<file path="src/rtl/trs_io_settings.svh">
`ifndef TRS_IO_SETTINGS_SVH
`define TRS_IO_SETTINGS_SVH

// identification byte for get_cookie
`define TRS_IO_COOKIE         8'hAF

// firmware version, packed as {major, minor} in the reply byte
`define TRS_IO_VERSION_MAJOR  3'd0
`define TRS_IO_VERSION_MINOR  5'd3

// model III io ports
`define TRS_IO_PORT           8'h1F   // trs-io data port
`define TRS_IO_FREHD_HI       4'hC    // frehd block C0h-CFh

// esp_req pulse length in clk cycles
`define TRS_IO_REQ_CYCLES     50

// status code while no port is selected
`define TRS_IO_ESP_S_IDLE     4'hF

`endif

</file>
<file path="src/rtl/trs_bus_pkg.sv">
`default_nettype none

package trs_bus_pkg;

  // z80 address and data as seen at the expansion connector
  typedef logic [15:0] trs_addr_t;
  typedef logic [7:0]  trs_data_t;

  // bus inputs, all strobes active low
  typedef struct packed {
    trs_addr_t addr;
    trs_data_t data_in;
    logic      in_n;
    logic      out_n;
    logic      ioreq_n;
  } trs_bus_t;

  // codes on the esp_s lines, tells the esp which access is pending
  typedef enum logic [3:0] {
    trs_io_in  = 4'd0,
    trs_io_out = 4'd1,
    frehd_in   = 4'd2,
    frehd_out  = 4'd3
  } esp_sel_t;

endpackage

`default_nettype wire

</file>
<file path="src/rtl/esp_cmd_pkg.sv">
`default_nettype none

package esp_cmd_pkg;

  typedef logic [7:0] spi_byte_t;

  // opcodes sent by the esp, numbering kept compatible with its firmware
  typedef enum logic [7:0] {
    get_cookie     = 8'd0,
    dbus_write     = 8'd4,
    data_ready     = 8'd5,
    get_version    = 8'd15,
    set_led        = 8'd26,
    get_config     = 8'd27,
    set_esp_status = 8'd32
  } cmd_op_t;

  typedef enum logic {
    idle,
    read_params
  } parse_state_t;

  // one decoded command, params[0] is the first byte after the opcode
  typedef struct packed {
    cmd_op_t         op;
    spi_byte_t [2:0] params;
  } cmd_frame_t;

endpackage

`default_nettype wire

</file>
<file path="src/rtl/spi_slave.sv">
`timescale 1ns/1ps
`default_nettype none

module spi_slave (
  input  wire logic                   clk,
  input  wire logic                   rst_n,
  input  wire logic                   cs_n,
  input  wire logic                   sck,
  input  wire logic                   mosi,
  input  wire esp_cmd_pkg::spi_byte_t reply,
  output logic                        miso,
  output esp_cmd_pkg::spi_byte_t      rx_byte,
  output logic                        rx_valid
);
  import esp_cmd_pkg::*;

  logic [2:0] sck_sync;   // two sync stages, third for edge detect
  logic [1:0] cs_sync;
  logic [1:0] mosi_sync;
  logic [2:0] bit_cnt;
  spi_byte_t  rx_shift;
  spi_byte_t  tx_shift;
  logic       sck_rise;
  logic       sck_fall;
  logic       cs_active;

  assign sck_rise  = (sck_sync[2:1] == 2'b01);
  assign sck_fall  = (sck_sync[2:1] == 2'b10);
  assign cs_active = ~cs_sync[1];

  always_ff @(posedge clk) begin
    if (!rst_n) begin
      sck_sync  <= '0;
      cs_sync   <= 2'b11;   // deselected
      mosi_sync <= '0;
    end else begin
      sck_sync  <= {sck_sync[1:0], sck};
      cs_sync   <= {cs_sync[0], cs_n};
      mosi_sync <= {mosi_sync[0], mosi};
    end
  end

  always_ff @(posedge clk) begin
    if (!rst_n) begin
      bit_cnt  <= '0;
      rx_valid <= 1'b0;
    end else begin
      rx_valid <= 1'b0;
      if (!cs_active) begin
        bit_cnt <= '0;   // realign on every deselect
      end else if (sck_rise) begin
        bit_cnt <= bit_cnt + 3'd1;
        if (bit_cnt == 3'd7)
          rx_valid <= 1'b1;
      end
    end
  end

  always_ff @(posedge clk) begin
    if (cs_active && sck_rise)
      rx_shift <= {rx_shift[6:0], mosi_sync[1]};   // msb first
    if (bit_cnt == 3'd0 && !sck_sync[1])
      tx_shift <= reply;   // between bytes, follow the reply
    else if (sck_fall)
      tx_shift <= {tx_shift[6:0], 1'b0};
  end

  assign rx_byte = rx_shift;
  assign miso    = tx_shift[7];

endmodule

`default_nettype wire

</file>
<file path="src/rtl/cmd_parser.sv">
`timescale 1ns/1ps
`default_nettype none

module cmd_parser (
  input  wire logic                   clk,
  input  wire logic                   rst_n,
  input  wire esp_cmd_pkg::spi_byte_t rx_byte,
  input  wire logic                   rx_valid,
  output esp_cmd_pkg::cmd_frame_t     frame,
  output logic                        cmd_valid
);
  import esp_cmd_pkg::*;

  parse_state_t state;
  logic [1:0]   params_left;
  logic [1:0]   param_idx;
  logic         op_known;
  logic [1:0]   op_params;

  // parameter count of the incoming opcode
  always_comb begin
    op_known  = 1'b1;
    op_params = 2'd0;
    case (rx_byte)
      set_led, set_esp_status, dbus_write:
        op_params = 2'd1;
      get_cookie, get_version, get_config, data_ready:
        op_params = 2'd0;
      default:
        op_known = 1'b0;   // unknown opcode, ignored
    endcase
  end

  always_ff @(posedge clk) begin
    if (!rst_n) begin
      state       <= idle;
      params_left <= '0;
      param_idx   <= '0;
      cmd_valid   <= 1'b0;
    end else begin
      cmd_valid <= 1'b0;
      if (rx_valid) begin
        case (state)
          idle: begin
            param_idx   <= '0;
            params_left <= op_params;
            if (op_known && op_params == 2'd0)
              cmd_valid <= 1'b1;
            else if (op_known)
              state <= read_params;
          end
          read_params: begin
            param_idx   <= param_idx + 2'd1;
            params_left <= params_left - 2'd1;
            if (params_left == 2'd1) begin
              cmd_valid <= 1'b1;   // last parameter in
              state     <= idle;
            end
          end
          default: state <= idle;
        endcase
      end
    end
  end

  always_ff @(posedge clk) begin
    if (rx_valid) begin
      if (state == idle && op_known) begin
        frame.op     <= cmd_op_t'(rx_byte);
        frame.params <= '0;
      end else if (state == read_params) begin
        frame.params[param_idx] <= rx_byte;
      end
    end
  end

endmodule

`default_nettype wire

</file>
<file path="src/rtl/cmd_exec.sv">
`timescale 1ns/1ps
`include "trs_io_settings.svh"
`default_nettype none

module cmd_exec (
  input  wire logic                    clk,
  input  wire logic                    rst_n,
  input  wire esp_cmd_pkg::cmd_frame_t frame,
  input  wire logic                    cmd_valid,
  input  wire logic [3:0]              conf,
  output esp_cmd_pkg::spi_byte_t       reply,
  output logic [2:0]                   led_rgb,
  output logic                         esp_ready,
  output trs_bus_pkg::trs_data_t       dbus_data,
  output logic                         data_ready_set
);
  import esp_cmd_pkg::*;

  // bit 0 esp ready, bit 1 wifi up, bit 2 smb mounted, bit 3 sd mounted
  spi_byte_t esp_status;

  always_ff @(posedge clk) begin
    if (!rst_n) begin
      reply          <= '0;
      led_rgb        <= '0;
      esp_status     <= '0;
      data_ready_set <= 1'b0;
    end else begin
      data_ready_set <= 1'b0;
      if (cmd_valid) begin
        case (frame.op)
          get_cookie:     reply <= `TRS_IO_COOKIE;
          get_version:    reply <= {`TRS_IO_VERSION_MAJOR, `TRS_IO_VERSION_MINOR};
          get_config:     reply <= {4'h0, conf};
          set_led:        led_rgb <= frame.params[0][2:0];   // red, green, blue
          set_esp_status: esp_status <= frame.params[0];
          data_ready:     data_ready_set <= 1'b1;
          default: begin
          end
        endcase
      end
    end
  end

  // byte handed to the z80 on its next in cycle
  always_ff @(posedge clk) begin
    if (cmd_valid && frame.op == dbus_write)
      dbus_data <= frame.params[0];
  end

  assign esp_ready = esp_status[0];

endmodule

`default_nettype wire

</file>
<file path="src/rtl/esp_bridge.sv">
`timescale 1ns/1ps
`include "trs_io_settings.svh"
`default_nettype none

module esp_bridge (
  input  wire logic                   clk,
  input  wire logic                   rst_n,
  input  wire trs_bus_pkg::trs_bus_t  bus,
  input  wire logic                   esp_done,
  input  wire trs_bus_pkg::trs_data_t dbus_data,
  input  wire logic                   data_ready_set,
  output trs_bus_pkg::trs_data_t      d_out,
  output logic                        d_oe,
  output logic                        wait_out,
  output logic                        esp_req,
  output trs_bus_pkg::esp_sel_t       esp_s,
  output logic                        extiosel,
  output logic                        int_req,
  output logic                        port_sel
);
  import trs_bus_pkg::*;

  logic       io_in;    // in cycle, qualified by ioreq_n
  logic       io_out;
  logic       hit_trs_io;
  logic       hit_frehd;
  logic       sel_trs_io_in;
  logic       sel_trs_io_out;
  logic       sel_frehd_in;
  logic       sel_frehd_out;
  logic       sel_in;
  logic [2:0] acc_sync;
  logic       esp_access;   // first clk of a decoded port cycle
  logic [2:0] done_sync;
  logic       done_rise;
  logic [5:0] req_cnt;

  assign io_in  = ~(bus.in_n | bus.ioreq_n);
  assign io_out = ~(bus.out_n | bus.ioreq_n);

  // model III decodes only the low address byte for io
  assign hit_trs_io = (bus.addr[7:0] == `TRS_IO_PORT);
  assign hit_frehd  = (bus.addr[7:4] == `TRS_IO_FREHD_HI);

  assign sel_trs_io_in  = hit_trs_io & io_in;
  assign sel_trs_io_out = hit_trs_io & io_out;
  assign sel_frehd_in   = hit_frehd & io_in;
  assign sel_frehd_out  = hit_frehd & io_out;
  assign sel_in         = sel_trs_io_in | sel_frehd_in;
  assign port_sel       = sel_in | sel_trs_io_out | sel_frehd_out;

  assign esp_access = (acc_sync[2:1] == 2'b01) & port_sel;
  assign done_rise  = (done_sync[2:1] == 2'b01);

  always_comb begin
    if (sel_trs_io_in)
      esp_s = trs_io_in;
    else if (sel_trs_io_out)
      esp_s = trs_io_out;
    else if (sel_frehd_in)
      esp_s = frehd_in;
    else if (sel_frehd_out)
      esp_s = frehd_out;
    else
      esp_s = esp_sel_t'(`TRS_IO_ESP_S_IDLE);
  end

  // card answers in cycles to its own ports
  assign d_oe     = sel_in;
  assign extiosel = sel_in;
  assign d_out    = sel_in ? dbus_data : '0;

  always_ff @(posedge clk) begin
    if (!rst_n) begin
      acc_sync  <= '0;
      done_sync <= '0;
      wait_out  <= 1'b0;
      req_cnt   <= '0;
      int_req   <= 1'b0;
    end else begin
      acc_sync  <= {acc_sync[1:0], io_in | io_out};
      done_sync <= {done_sync[1:0], esp_done};

      if (esp_access)
        wait_out <= 1'b1;   // hold the z80 until the esp has answered
      else if (done_rise)
        wait_out <= 1'b0;

      if (esp_access)
        req_cnt <= 6'(`TRS_IO_REQ_CYCLES);
      else if (req_cnt != '0)
        req_cnt <= req_cnt - 6'd1;

      if (data_ready_set)
        int_req <= 1'b1;
      else if (esp_access && (sel_trs_io_in || sel_trs_io_out))
        int_req <= 1'b0;   // acknowledged by the trs-io port access
    end
  end

  assign esp_req = (req_cnt != '0);

endmodule

`default_nettype wire

</file>
<file path="src/rtl/trs_io_top.sv">
`timescale 1ns/1ps
`default_nettype none

module trs_io_top (
  input  wire logic                  clk,
  input  wire logic                  rst_n,
  input  wire trs_bus_pkg::trs_bus_t bus,
  input  wire logic                  esp_done,
  input  wire logic [3:0]            conf,
  input  wire logic                  spi_cs_n,
  input  wire logic                  spi_sck,
  input  wire logic                  spi_mosi,
  output logic                       spi_miso,
  output trs_bus_pkg::trs_data_t     d_out,
  output logic                       d_oe,
  output logic                       wait_out,
  output logic                       int_req,
  output logic                       extiosel,
  output logic                       esp_req,
  output trs_bus_pkg::esp_sel_t      esp_s,
  output logic [2:0]                 led_rgb,
  output logic [2:0]                 led
);
  import trs_bus_pkg::*;
  import esp_cmd_pkg::*;

  spi_byte_t  rx_byte;
  logic       rx_valid;
  spi_byte_t  reply;
  cmd_frame_t frame;
  logic       cmd_valid;
  trs_data_t  dbus_data;
  logic       data_ready_set;
  logic       esp_ready;
  logic       port_sel;

  spi_slave u_spi_slave (
    .clk(clk), .rst_n(rst_n), .cs_n(spi_cs_n), .sck(spi_sck), .mosi(spi_mosi),
    .reply(reply), .miso(spi_miso), .rx_byte(rx_byte), .rx_valid(rx_valid)
  );

  cmd_parser u_cmd_parser (
    .clk(clk), .rst_n(rst_n), .rx_byte(rx_byte), .rx_valid(rx_valid),
    .frame(frame), .cmd_valid(cmd_valid)
  );

  cmd_exec u_cmd_exec (
    .clk(clk), .rst_n(rst_n), .frame(frame), .cmd_valid(cmd_valid), .conf(conf),
    .reply(reply), .led_rgb(led_rgb), .esp_ready(esp_ready),
    .dbus_data(dbus_data), .data_ready_set(data_ready_set)
  );

  esp_bridge u_esp_bridge (
    .clk(clk), .rst_n(rst_n), .bus(bus), .esp_done(esp_done),
    .dbus_data(dbus_data), .data_ready_set(data_ready_set),
    .d_out(d_out), .d_oe(d_oe), .wait_out(wait_out), .esp_req(esp_req),
    .esp_s(esp_s), .extiosel(extiosel), .int_req(int_req), .port_sel(port_sel)
  );

  // status leds: wait, port selected, esp ready
  assign led = {esp_ready, port_sel, wait_out};

endmodule

`default_nettype wire

</file>
<file path="config.mk">
export PLATFORM = sky130hd
export DESIGN_NAME = trs_io_top
export DESIGN_NICKNAME = d
export VERILOG_FILES = /design/src/rtl/trs_bus_pkg.sv /design/src/rtl/esp_cmd_pkg.sv /design/src/rtl/spi_slave.sv /design/src/rtl/cmd_parser.sv /design/src/rtl/cmd_exec.sv /design/src/rtl/esp_bridge.sv /design/src/rtl/trs_io_top.sv
export VERILOG_INCLUDE_DIRS = /design/src /design/src/rtl
export SDC_FILE = /design/constraint.sdc
export NUM_CORES = 1
export LEC_CHECK = 0
export BUFFER_PORTS_ARGS = -buffer_cell sky130_fd_sc_hd__buf_2
export CAP_MARGIN = 10
export CELL_PAD_IN_SITES_DETAIL_PLACEMENT = 1
export CELL_PAD_IN_SITES_GLOBAL_PLACEMENT = 2
export CORE_MARGIN = 3
export CORE_UTILIZATION = 36
export DETAILED_ROUTE_END_ITERATION = 6
export PLACE_DENSITY = 0.87
export SYNTH_ARGS = -nofsm -noshare
export SYNTH_HDL_FRONTEND = slang
export SYNTH_SLANG_ARGS = --single-unit
export TNS_END_PERCENT = 5
</file>
<file path="constraint.sdc">
create_clock -name clk -period 2.6 [get_ports clk]
set_clock_uncertainty 0.15 [all_clocks]
set_input_delay 0.26 -clock clk [delete_from_list [all_inputs] [get_ports clk]]
set_output_delay 0.26 -clock clk [all_outputs]
set_load 0.02 [all_outputs]
</file>
**Yosys cells after proc, flatten, opt, wreduce, memory -nomap -nowiden**

Index checks and enable logic that the tools add are counted.
Widths: inputs -> output; s select.

- Bits in read-only memories: 0
- Bits in registers: 100
- Output and inout bits: 24
- Memories kept: 0
- Memory bits (writable): 0
- Bits in latches: 0
- Logic and storage cells: 132

- Reduce and logical (&&, ||, !) cells: 32
- Bitwise gates (word level): 17
- Mux-type cells: 31
- Equality and inequality tests: 20
- Multiply operators: 0
- Add/sub/neg operators: 4
- Magnitude comparators: 2
- Divide/modulo/power cells: 0
- Shift-type cells: 0

Operators with widths:

| kind | number |
|---|---|
| $eq 8x5->1 const B | 5 |
| $eq 8x3->1 const B | 4 |
| $mux 8 | 4 |
| $bwmux 24 | 1 |
| $mux 24 | 1 |
| $pmux 8 s3 | 1 |
| $demux 8 s2 | 1 |
| $eq 8x4->1 const B | 2 |
| $eq 8x6->1 const B | 2 |
| $logic_not 8->1 | 2 |
| $mux 4 | 4 |
| $reduce_and 2->1 | 7 |
| $mux 1 | 13 |
| $mux 6 | 2 |
| $reduce_bool 2->1 | 5 |
| $eq 2x1->1 const B | 4 |
| $pmux 2 s2 | 2 |
| $logic_and 1x1->1 | 7 |
| $reduce_or 7->1 | 1 |
| $not 1->1 | 6 |
| $or 1x1->1 | 6 |
| $reduce_bool 6->1 | 1 |
| $reduce_or 3->1 | 2 |
| $sub 6x1->6 const B | 1 |
| other kinds (16) | 22 |

**Longest topological paths before layout**

Gate-level depths: netlist of run 1.

- Word-level depth: 10
- Depth in mapped cells: 6
- Mapped depth without buffers: 6

**By module**

Synthesis of run 1 repeated with hierarchy kept, for this count alone.

- Cell total of the unflattened synthesis: 364
- Area, all modules: 4,474.3 µm²

Modules (own cells, without submodules):

| module | seq. area each (µm²) | area an instance (µm²) | instances | cells an instance |
|---|---|---|---|---|
| cmd_parser | 1,081.0 | 2,040.7 | 1 | 162 |
| spi_slave | 700.7 | 977.2 | 1 | 63 |
| cmd_exec | 440.4 | 749.5 | 1 | 61 |
| esp_bridge | 280.3 | 684.4 | 1 | 75 |
| trs_io_top | 0.0 | 22.5 | 1 | 3 |

**Worst setup path after synthesis of run 1**

OpenSTA, ideal clock, no wires.

- Path type: register to register
- From: reg u_spi_slave.rx_shift[2] (netlist: u_spi_slave.rx_byte[2])
- To: reg, netlist name u_cmd_parser.frame[0]
- Arrival: 1.755 ns
- Cell stages (with the launch flop): 6
- Required time: 2.065 ns
- Setup time: 0.385 ns
- Path slack: 0.309 ns
- Cell sequence: edfxtp_1 > buf_2 > nand2b_1 > o32ai_1 > a21oi_1 > a21boi_0

- Cells in the longest elaborated chain, start to end: 6

RTL lines:

| element | line | RTL |
|---|---|---|
| start, declared | spi_slave.sv:21 | `spi_byte_t rx_shift;` |
| start signal, assigned | spi_slave.sv:61 | `rx_shift <= {rx_shift[6:0], mosi_sync[1]};` |
| $eq 8x4->1 (tied with other cells) | cmd_parser.sv:24 | `case (rx_byte)` |
| $reduce_or 7->1 (no source line) (*) | -- |  |
| $mux 1 (*) | cmd_parser.sv:24 |  |
| $logic_and 1x1->1 (*) | cmd_parser.sv:68 | `if (state == idle && op_known) begin` |
| $reduce_bool 2->1 (no source line) (*) | -- |  |
| $reduce_and 2->1 (no source line) (*) | -- |  |

Mark *: on every way between the ends. The rest lies on a longest branch, timed or not.
A chain may end at the register's enable or synchronous reset.

**Final worst setup path of run 1**

- From: reg u_esp_bridge.req_cnt[0]
- To: out esp_req

- Cells in the longest elaborated chain, start to end: 1

RTL lines:

| element | line | RTL |
|---|---|---|
| start, declared | esp_bridge.sv:36 | `logic [5:0] req_cnt;` |
| start signal, assigned | esp_bridge.sv:90 | `` req_cnt <= 6'(`TRS_IO_REQ_CYCLES); `` |
| start signal, assigned | esp_bridge.sv:92 | `req_cnt <= req_cnt - 6'd1;` |
| $reduce_bool 6->1 | esp_bridge.sv:101 | `assign esp_req = (req_cnt != '0);` |
| end, declared | trs_io_top.sv:19 | `output logic esp_req,` |

No other way between the ends.

==> flow_metrics.tcl, run 1 <==
set metrics [dict create \
    status "finished clean" \
    cp_max_fo 5 \
    cts_tree "yes" \
    die_y_um 103.8 \
    grt_pass1_vias 2475 \
    fillers 1044 \
    power_frac_seq 0.520 \
    swShare 0.2555 \
    drt_iter0_drc 87 \
    seq_area_um2 2022 \
    intPower_mw 2.042 \
    core_area_um2 9284 \
    fin_setup_tns_ps 0 \
    busiest_layer "met2" \
    grtUsageTotal 0.1344 \
    min_path_type "input pin to register" \
    drc 0 \
    crit_path_start_kind "register" \
    synth.cell_area_um2 3442 \
    switching_power_uw 701.0 \
    crit_start "u_esp_bridge.req_cnt[0]" \
    cts.sinks 81 \
    clockRootBuffer "clkbuf_8" \
    period_minus_slack_ps 2229 \
    maxCapViolations 0 \
    critPathRequiredTime_ps 2190 \
    synthAdderAreaFrac 0.02181 \
    antenna_found_initial 0 \
    ctsResizeCount 0 \
    yosys_warnings 0 \
    crit_type "register to output pin" \
    synth.avg_cell_area_um2 11.75 \
    synth-xor-area-share 0.01527 \
    r2r_setup_slack_ps 510 \
    min_period_over_period 0.8571 \
    leakage_nw 1.611 \
    endpoint_kind "output pin" \
    hold_end "u_cmd_exec.reply[0]" \
    hold_violations 0 \
    grt_pass1_wl_um 11660 \
    setup_viol 0 \
    synth_compound_area_frac 0.07852 \
    portBuffers 44 \
    path_clk_slew_ps 90 \
    fmax_mhz 448.7 \
    overflow 0 \
    total_power_mw 2.743 \
    firstDrtPassIters 4 \
    dieArea_um2 10770 \
    clkPwrFrac 0.345 \
    min_from "conf[0]" \
    multi_input_area_um2 1275 \
    rr_startpoint "u_spi_slave.rx_byte[1]" \
    post-dp-hpwl_um 4955 \
    clock_latency_ps 350 \
    drt-total-wl_um 6913 \
    cts-buffers-inserted 9 \
    synth_seq_area_share 0.5874 \
    maxSlewViolCount 0 \
    synthMuxAreaShare 0.06616 \
    syn-num-nets 336 \
    min_path_cells 3 \
    clock_path_buffers 2 \
    htreeDepth 3 \
    synth_top_flop_cell "dfxtp_1" \
    synth_edf_count 40 \
    use_met1 0.1512 \
    final_layout_size_suffix_gt1_frac 0.2270 \
    worst_hold_slack_ps 19.55 \
    synth-async-reset-ratio 0 \
    reg2reg_to "u_cmd_parser.frame[3]" \
    start_util 0.3708 \
    ys_ff_latch 81 \
    gp_congestion 0.7488 \
    rows 35 \
    use_met3 0.03614 \
    syn_inst 293 \
    area_growth_pct 16.87 \
    n_antenna_cell 0 \
    synth_top_family_by_area "simple AND/OR/NAND/NOR gates" \
    grt_max_degree 22 \
    worstMarginPinSlew_ps 691.4 \
    ant_nets 0 \
    combPwrFrac 0.135 \
    synth.distinct_cells 48 \
    synth-simple-area-share 0.1887 \
    ir_worst_vdd_v 0.0003724 \
    ios 61 \
    wl_per_cell_um 14.49 \
    finalNetCount 386 \
    slew_headroom 0.5373 \
    use_met2 0.2439 \
    vias 2315 \
    power.density_nw_per_um2 682.0 \
    viasPerCell 4.853 \
    r2r_cells 5 \
    fp.dieW_um 103.8 \
    rsz0062_at_grt "false" \
    cp_data_arrival_time_ps 1820 \
]
-- cell usage in the layout (no fill, tap or decap), drive strengths merged, types with 3 or more instances in the layout --
cell	count
xnor2	5
mux2	6
buf	49
nand2	10
and2	20
nor2b	4
a21boi	3
a21oi	15
mux2i	16
dfxtp	41
nand3	7
inv	19
and3	4
nor3b	3
a21o	3
o31ai	3
ha	6
nor2	27
edfxtp	40
nand2b	9
dlygate4sd3	4
nor3	13
clkbuf	10
-- registers in the layout, indices dropped and copies added, names as in the netlist, 5 cells and up --
| register | cells |
|---|---|
| u_esp_bridge.req_cnt | 6 |
| u_spi_slave.tx_shift | 8 |
| u_cmd_exec.dbus_data | 8 |
| u_cmd_parser.frame | 16 |
| u_spi_slave.rx_byte | 8 |
| u_cmd_exec.reply | 5 |
-- power groups by stage --
stage | logic [mW] | registers (mW) | clock network [mW]
after detailed placement | 0.370 | 1.46 | 0
after global placement | 0.353 | 1.45 | 0
after global routing | 0.411 | 1.44 | 1.02
after floorplan | 0.290 | 1.45 | 0
final | 0.371 | 1.43 | 0.945
after CTS | 0.376 | 1.43 | 0.970
-- kinds of logic after synthesis --
kind of cell | Yosys count
AO/OA/AOI/OAI | 38
XOR/XNOR | 6
adder cells (fa/ha/maj) | 6
buffers and inverters | 31
flip-flops | 81
multiplexers | 22
AND/OR/NAND/NOR | 109
-- critical path: stages (launching register included) --
cell	delay (ps)
dfxtp_1	320
inv_1	80
ha_1	190
or3b_4	420
nor3_4	230
inv_1	60
buf_2	160
-- how the worst max path moves through the flow --
stage | slack, ps | cells past startpoint | endpoint
after floorplan | 310 | 5 | u_cmd_parser.frame[0]
after detailed placement | 520 | 6 | d_out[6]
final | 370 | 6 | esp_req
after global placement | 540 | 6 | d_out[6]
after CTS | 360 | 6 | esp_req
after global routing | 250 | 6 | esp_req
-- per-layer routing --
metal / wire [um] / share of wire / vias to the layer above
li1: - / - / 1130
met1: 3020 / 0.44 / 1134
met2: 3512 / 0.51 / 41
met3: 275 / 0.040 / 10
met4: 104 / 0.015 / 0
met5: 0 / 0 / -
-- final cells by class --
class / instances / share of cell area
Clock buffer: 10 / 0.03421
Clock inverter: 6 / 0.01617
Inverter: 17 / 0.01586
Multi-Input combinational cell: 181 / 0.3170
Sequential cell: 81 / 0.5026
Tap cell: 129 / 0.04012
Timing Repair Buffer: 53 / 0.07403
-- cell usage after synthesis, drive strengths merged (3+ instances only) --
master / number / area [um^2]
a21boi: 3 / 26.27
o31ai: 3 / 22.52
nor2: 27 / 101.4
nand2: 10 / 37.54
edfxtp: 40 / 1201
a21oi: 15 / 75.07
inv: 17 / 63.81
nor2b: 4 / 25.02
clkbuf: 5 / 18.77
ha: 6 / 75.07
xnor2: 5 / 43.79
a21o: 3 / 22.52
mux2: 6 / 67.56
nand3: 7 / 35.03
and3: 4 / 25.02
nor3b: 3 / 27.52
nor3: 13 / 76.33
nand2b: 9 / 56.30
buf: 9 / 62.56
mux2i: 16 / 160.2
dfxtp: 41 / 820.8
and2: 20 / 125.1
-- through the flow --
step	util	cells	setup slack (ps)	cell area (um^2)
finish	0.4333	477	371.5	4023
detailed placement	0.4071	457	517.5	3780
global placement	0.4071	457	538.1	3780
CTS	0.4333	477	361.4	4023
floorplan	-	293	309.3	3442
global route	0.4333	477	252.4	4023
-- timing repair --
item                                   in CTS  in global routing
setup endpoints to repair                   0                  0
endpoints found under the hold margin       4                  0
setup buffers                               0                  0
hold buffers                                4                  0
(Power assumes the default switching activity.)
==> run 2, diff against run 1 <==
--- a/config.mk
+++ b/config.mk
@@ -11,10 +11,11 @@
 export CELL_PAD_IN_SITES_DETAIL_PLACEMENT = 1
 export CELL_PAD_IN_SITES_GLOBAL_PLACEMENT = 2
 export CORE_MARGIN = 3
-export CORE_UTILIZATION = 36
+export CORE_UTILIZATION = 39
 export DETAILED_ROUTE_END_ITERATION = 6
-export PLACE_DENSITY = 0.87
+export PLACE_DENSITY_LB_ADDON = 0.1
 export SYNTH_ARGS = -nofsm -noshare
 export SYNTH_HDL_FRONTEND = slang
+export SYNTH_HIERARCHICAL = 1
 export SYNTH_SLANG_ARGS = --single-unit
 export TNS_END_PERCENT = 5
==> flow_metrics.tcl, run 2 <==
set metrics [dict create \
    status "finished clean" \
    htreeDepth 3 \
    portBuffers 44 \
    crit_chain "or4b_4 > o211ai_4 > a41o_1" \
    post-dp-hpwl_um 5210 \
    grt_pass1_vias 2398 \
    fp.dieW_um 103.0 \
    crit_path_start_kind "register" \
    path_clk_slew_ps 90 \
    viasPerCell 5.187 \
    n_antenna_cell 0 \
    fmax_mhz 444.5 \
    clock_latency_ps 340 \
    slew_headroom 0.5226 \
    finalNetCount 396 \
    gp_congestion 0.7300 \
    critPathTopFamily "compound AO/OA/AOI/OAI gates" \
    multi_input_area_um2 1438 \
    ios 61 \
    die_y_um 103.0 \
    ir_worst_vdd_v 0.0002550 \
    maxSlewViolCount 0 \
    vias 2417 \
    grt_pass1_wl_um 11990 \
    worst_hold_slack_ps 41.31 \
    ctsResizeCount 0 \
    post_cts.repair.setup_buffers 0 \
    place_ws_ps 360.8 \
    drc 0 \
    yosys_warnings 6 \
    period_minus_slack_ps 2250 \
    final_layout_size_suffix_gt1_frac 0.2458 \
    place_area_um2 3920 \
    cts_hold_buf 4 \
    wl_per_cell_um 15.65 \
    antenna_found_initial 0 \
    path_buf_inv 0 \
    dieArea_um2 10600 \
    syn_inst 310 \
    synth.cell_area_um2 3666 \
    grt_max_degree 35 \
    start_util 0.4104 \
    setup_viol 0 \
    worstMarginPinSlew_ps 713.4 \
    overflow 0 \
    hold_violations 0 \
    synth.avg_cell_area_um2 11.83 \
    layout_common_cells "buf_2, dfxtp_1, edfxtp_1, and2_1, nor2_1" \
    ant_nets 0 \
    final.setup.worst_slack_ps 350.2 \
    largest_reg_flops 16 \
    leakage_nw 1.746 \
    final_common_cell "buf_2" \
    final_area_um2 4165 \
    core_area_um2 8934 \
    seq_area_um2 2022 \
    largest_register "u_cmd_parser/frame" \
    area_growth_pct 13.62 \
    cp_max_fo 11 \
    rsz0062_at_grt "false" \
    grtUsageTotal 0.1451 \
    slowest_stage "edfxtp_1" \
    drt-total-wl_um 7291 \
    min_period_over_period 0.8653 \
    fillers 986 \
    maxCapViolations 0 \
    rows 34 \
    endpoint_kind "register" \
    critPathRequiredTime_ps 2440 \
    crit_type "register to register" \
    clock_path_buffers 2 \
    cts-buffers-inserted 9 \
    firstDrtPassIters 6 \
    max_stage_delay_ps 560 \
    clockRootBuffer "clkbuf_8" \
    fin_setup_tns_ps 0 \
    min_path_type "input pin to register" \
    cts_tree "yes" \
    drt_iter0_drc 63 \
    cp_data_arrival_time_ps 2090 \
    power.density_nw_per_um2 627.6 \
    cts.sinks 81 \
]
run 2: area by class of cell:
| class | count | share of cell area |
|---|---|---|
| timing repair buffer | 54 | 0.07330 |
| multi-input combinational | 191 | 0.3451 |
| tap | 108 | 0.03244 |
| inverter | 16 | 0.01442 |
| sequential | 81 | 0.4854 |
| clock buffer | 11 | 0.03905 |
| clock inverter | 5 | 0.01021 |
run 2: worst reg2reg max path: cells and delay by family, from the launching register on:
kind             cells  cell delay [ps]
AO/OA/AOI/OAI        2              630
flip-flops           1              560
AND/OR/NAND/NOR      1              560
run 2: worst paths after layout:
check | cells past startpoint | start | slack, ps | end
setup / recovery | 3 | u_spi_slave/rx_byte[1] | 350 | u_cmd_parser/frame[1]
hold / removal | 2 | conf[1] | 40 | u_cmd_exec/reply[1]
setup reg to reg | 3 | u_spi_slave/rx_byte[1] | 350 | u_cmd_parser/frame[1]
hold reg to reg | 0 | u_spi_slave/mosi_sync[1] | 260 | u_spi_slave/rx_byte[0]
run 2: where the power goes:
group	internal, mW	switching (mW)
clock	0.442	0.470
combinational	0.127	0.159
sequential	1.38	0.0347
run 2: per-stage QoR:
step / utilization / instances / power, mW
6_report: 0.4662 / 466 / 2.614
5_1_grt: 0.4662 / 466 / 2.756
4_1_cts: 0.4662 / 466 / 2.661
3_5_place_dp: 0.4388 / 446 / 1.733
3_3_place_gp: 0.4388 / 446 / 1.725
2_1_floorplan: - / 311 / 1.653
run 2: per-layer routing:
metal / global-route usage / routed length, um
met5: 0 / 0
met2: 0.2358 / 3362
met3: 0.02503 / 304
met1: 0.1918 / 3531
met4: 0.05976 / 93
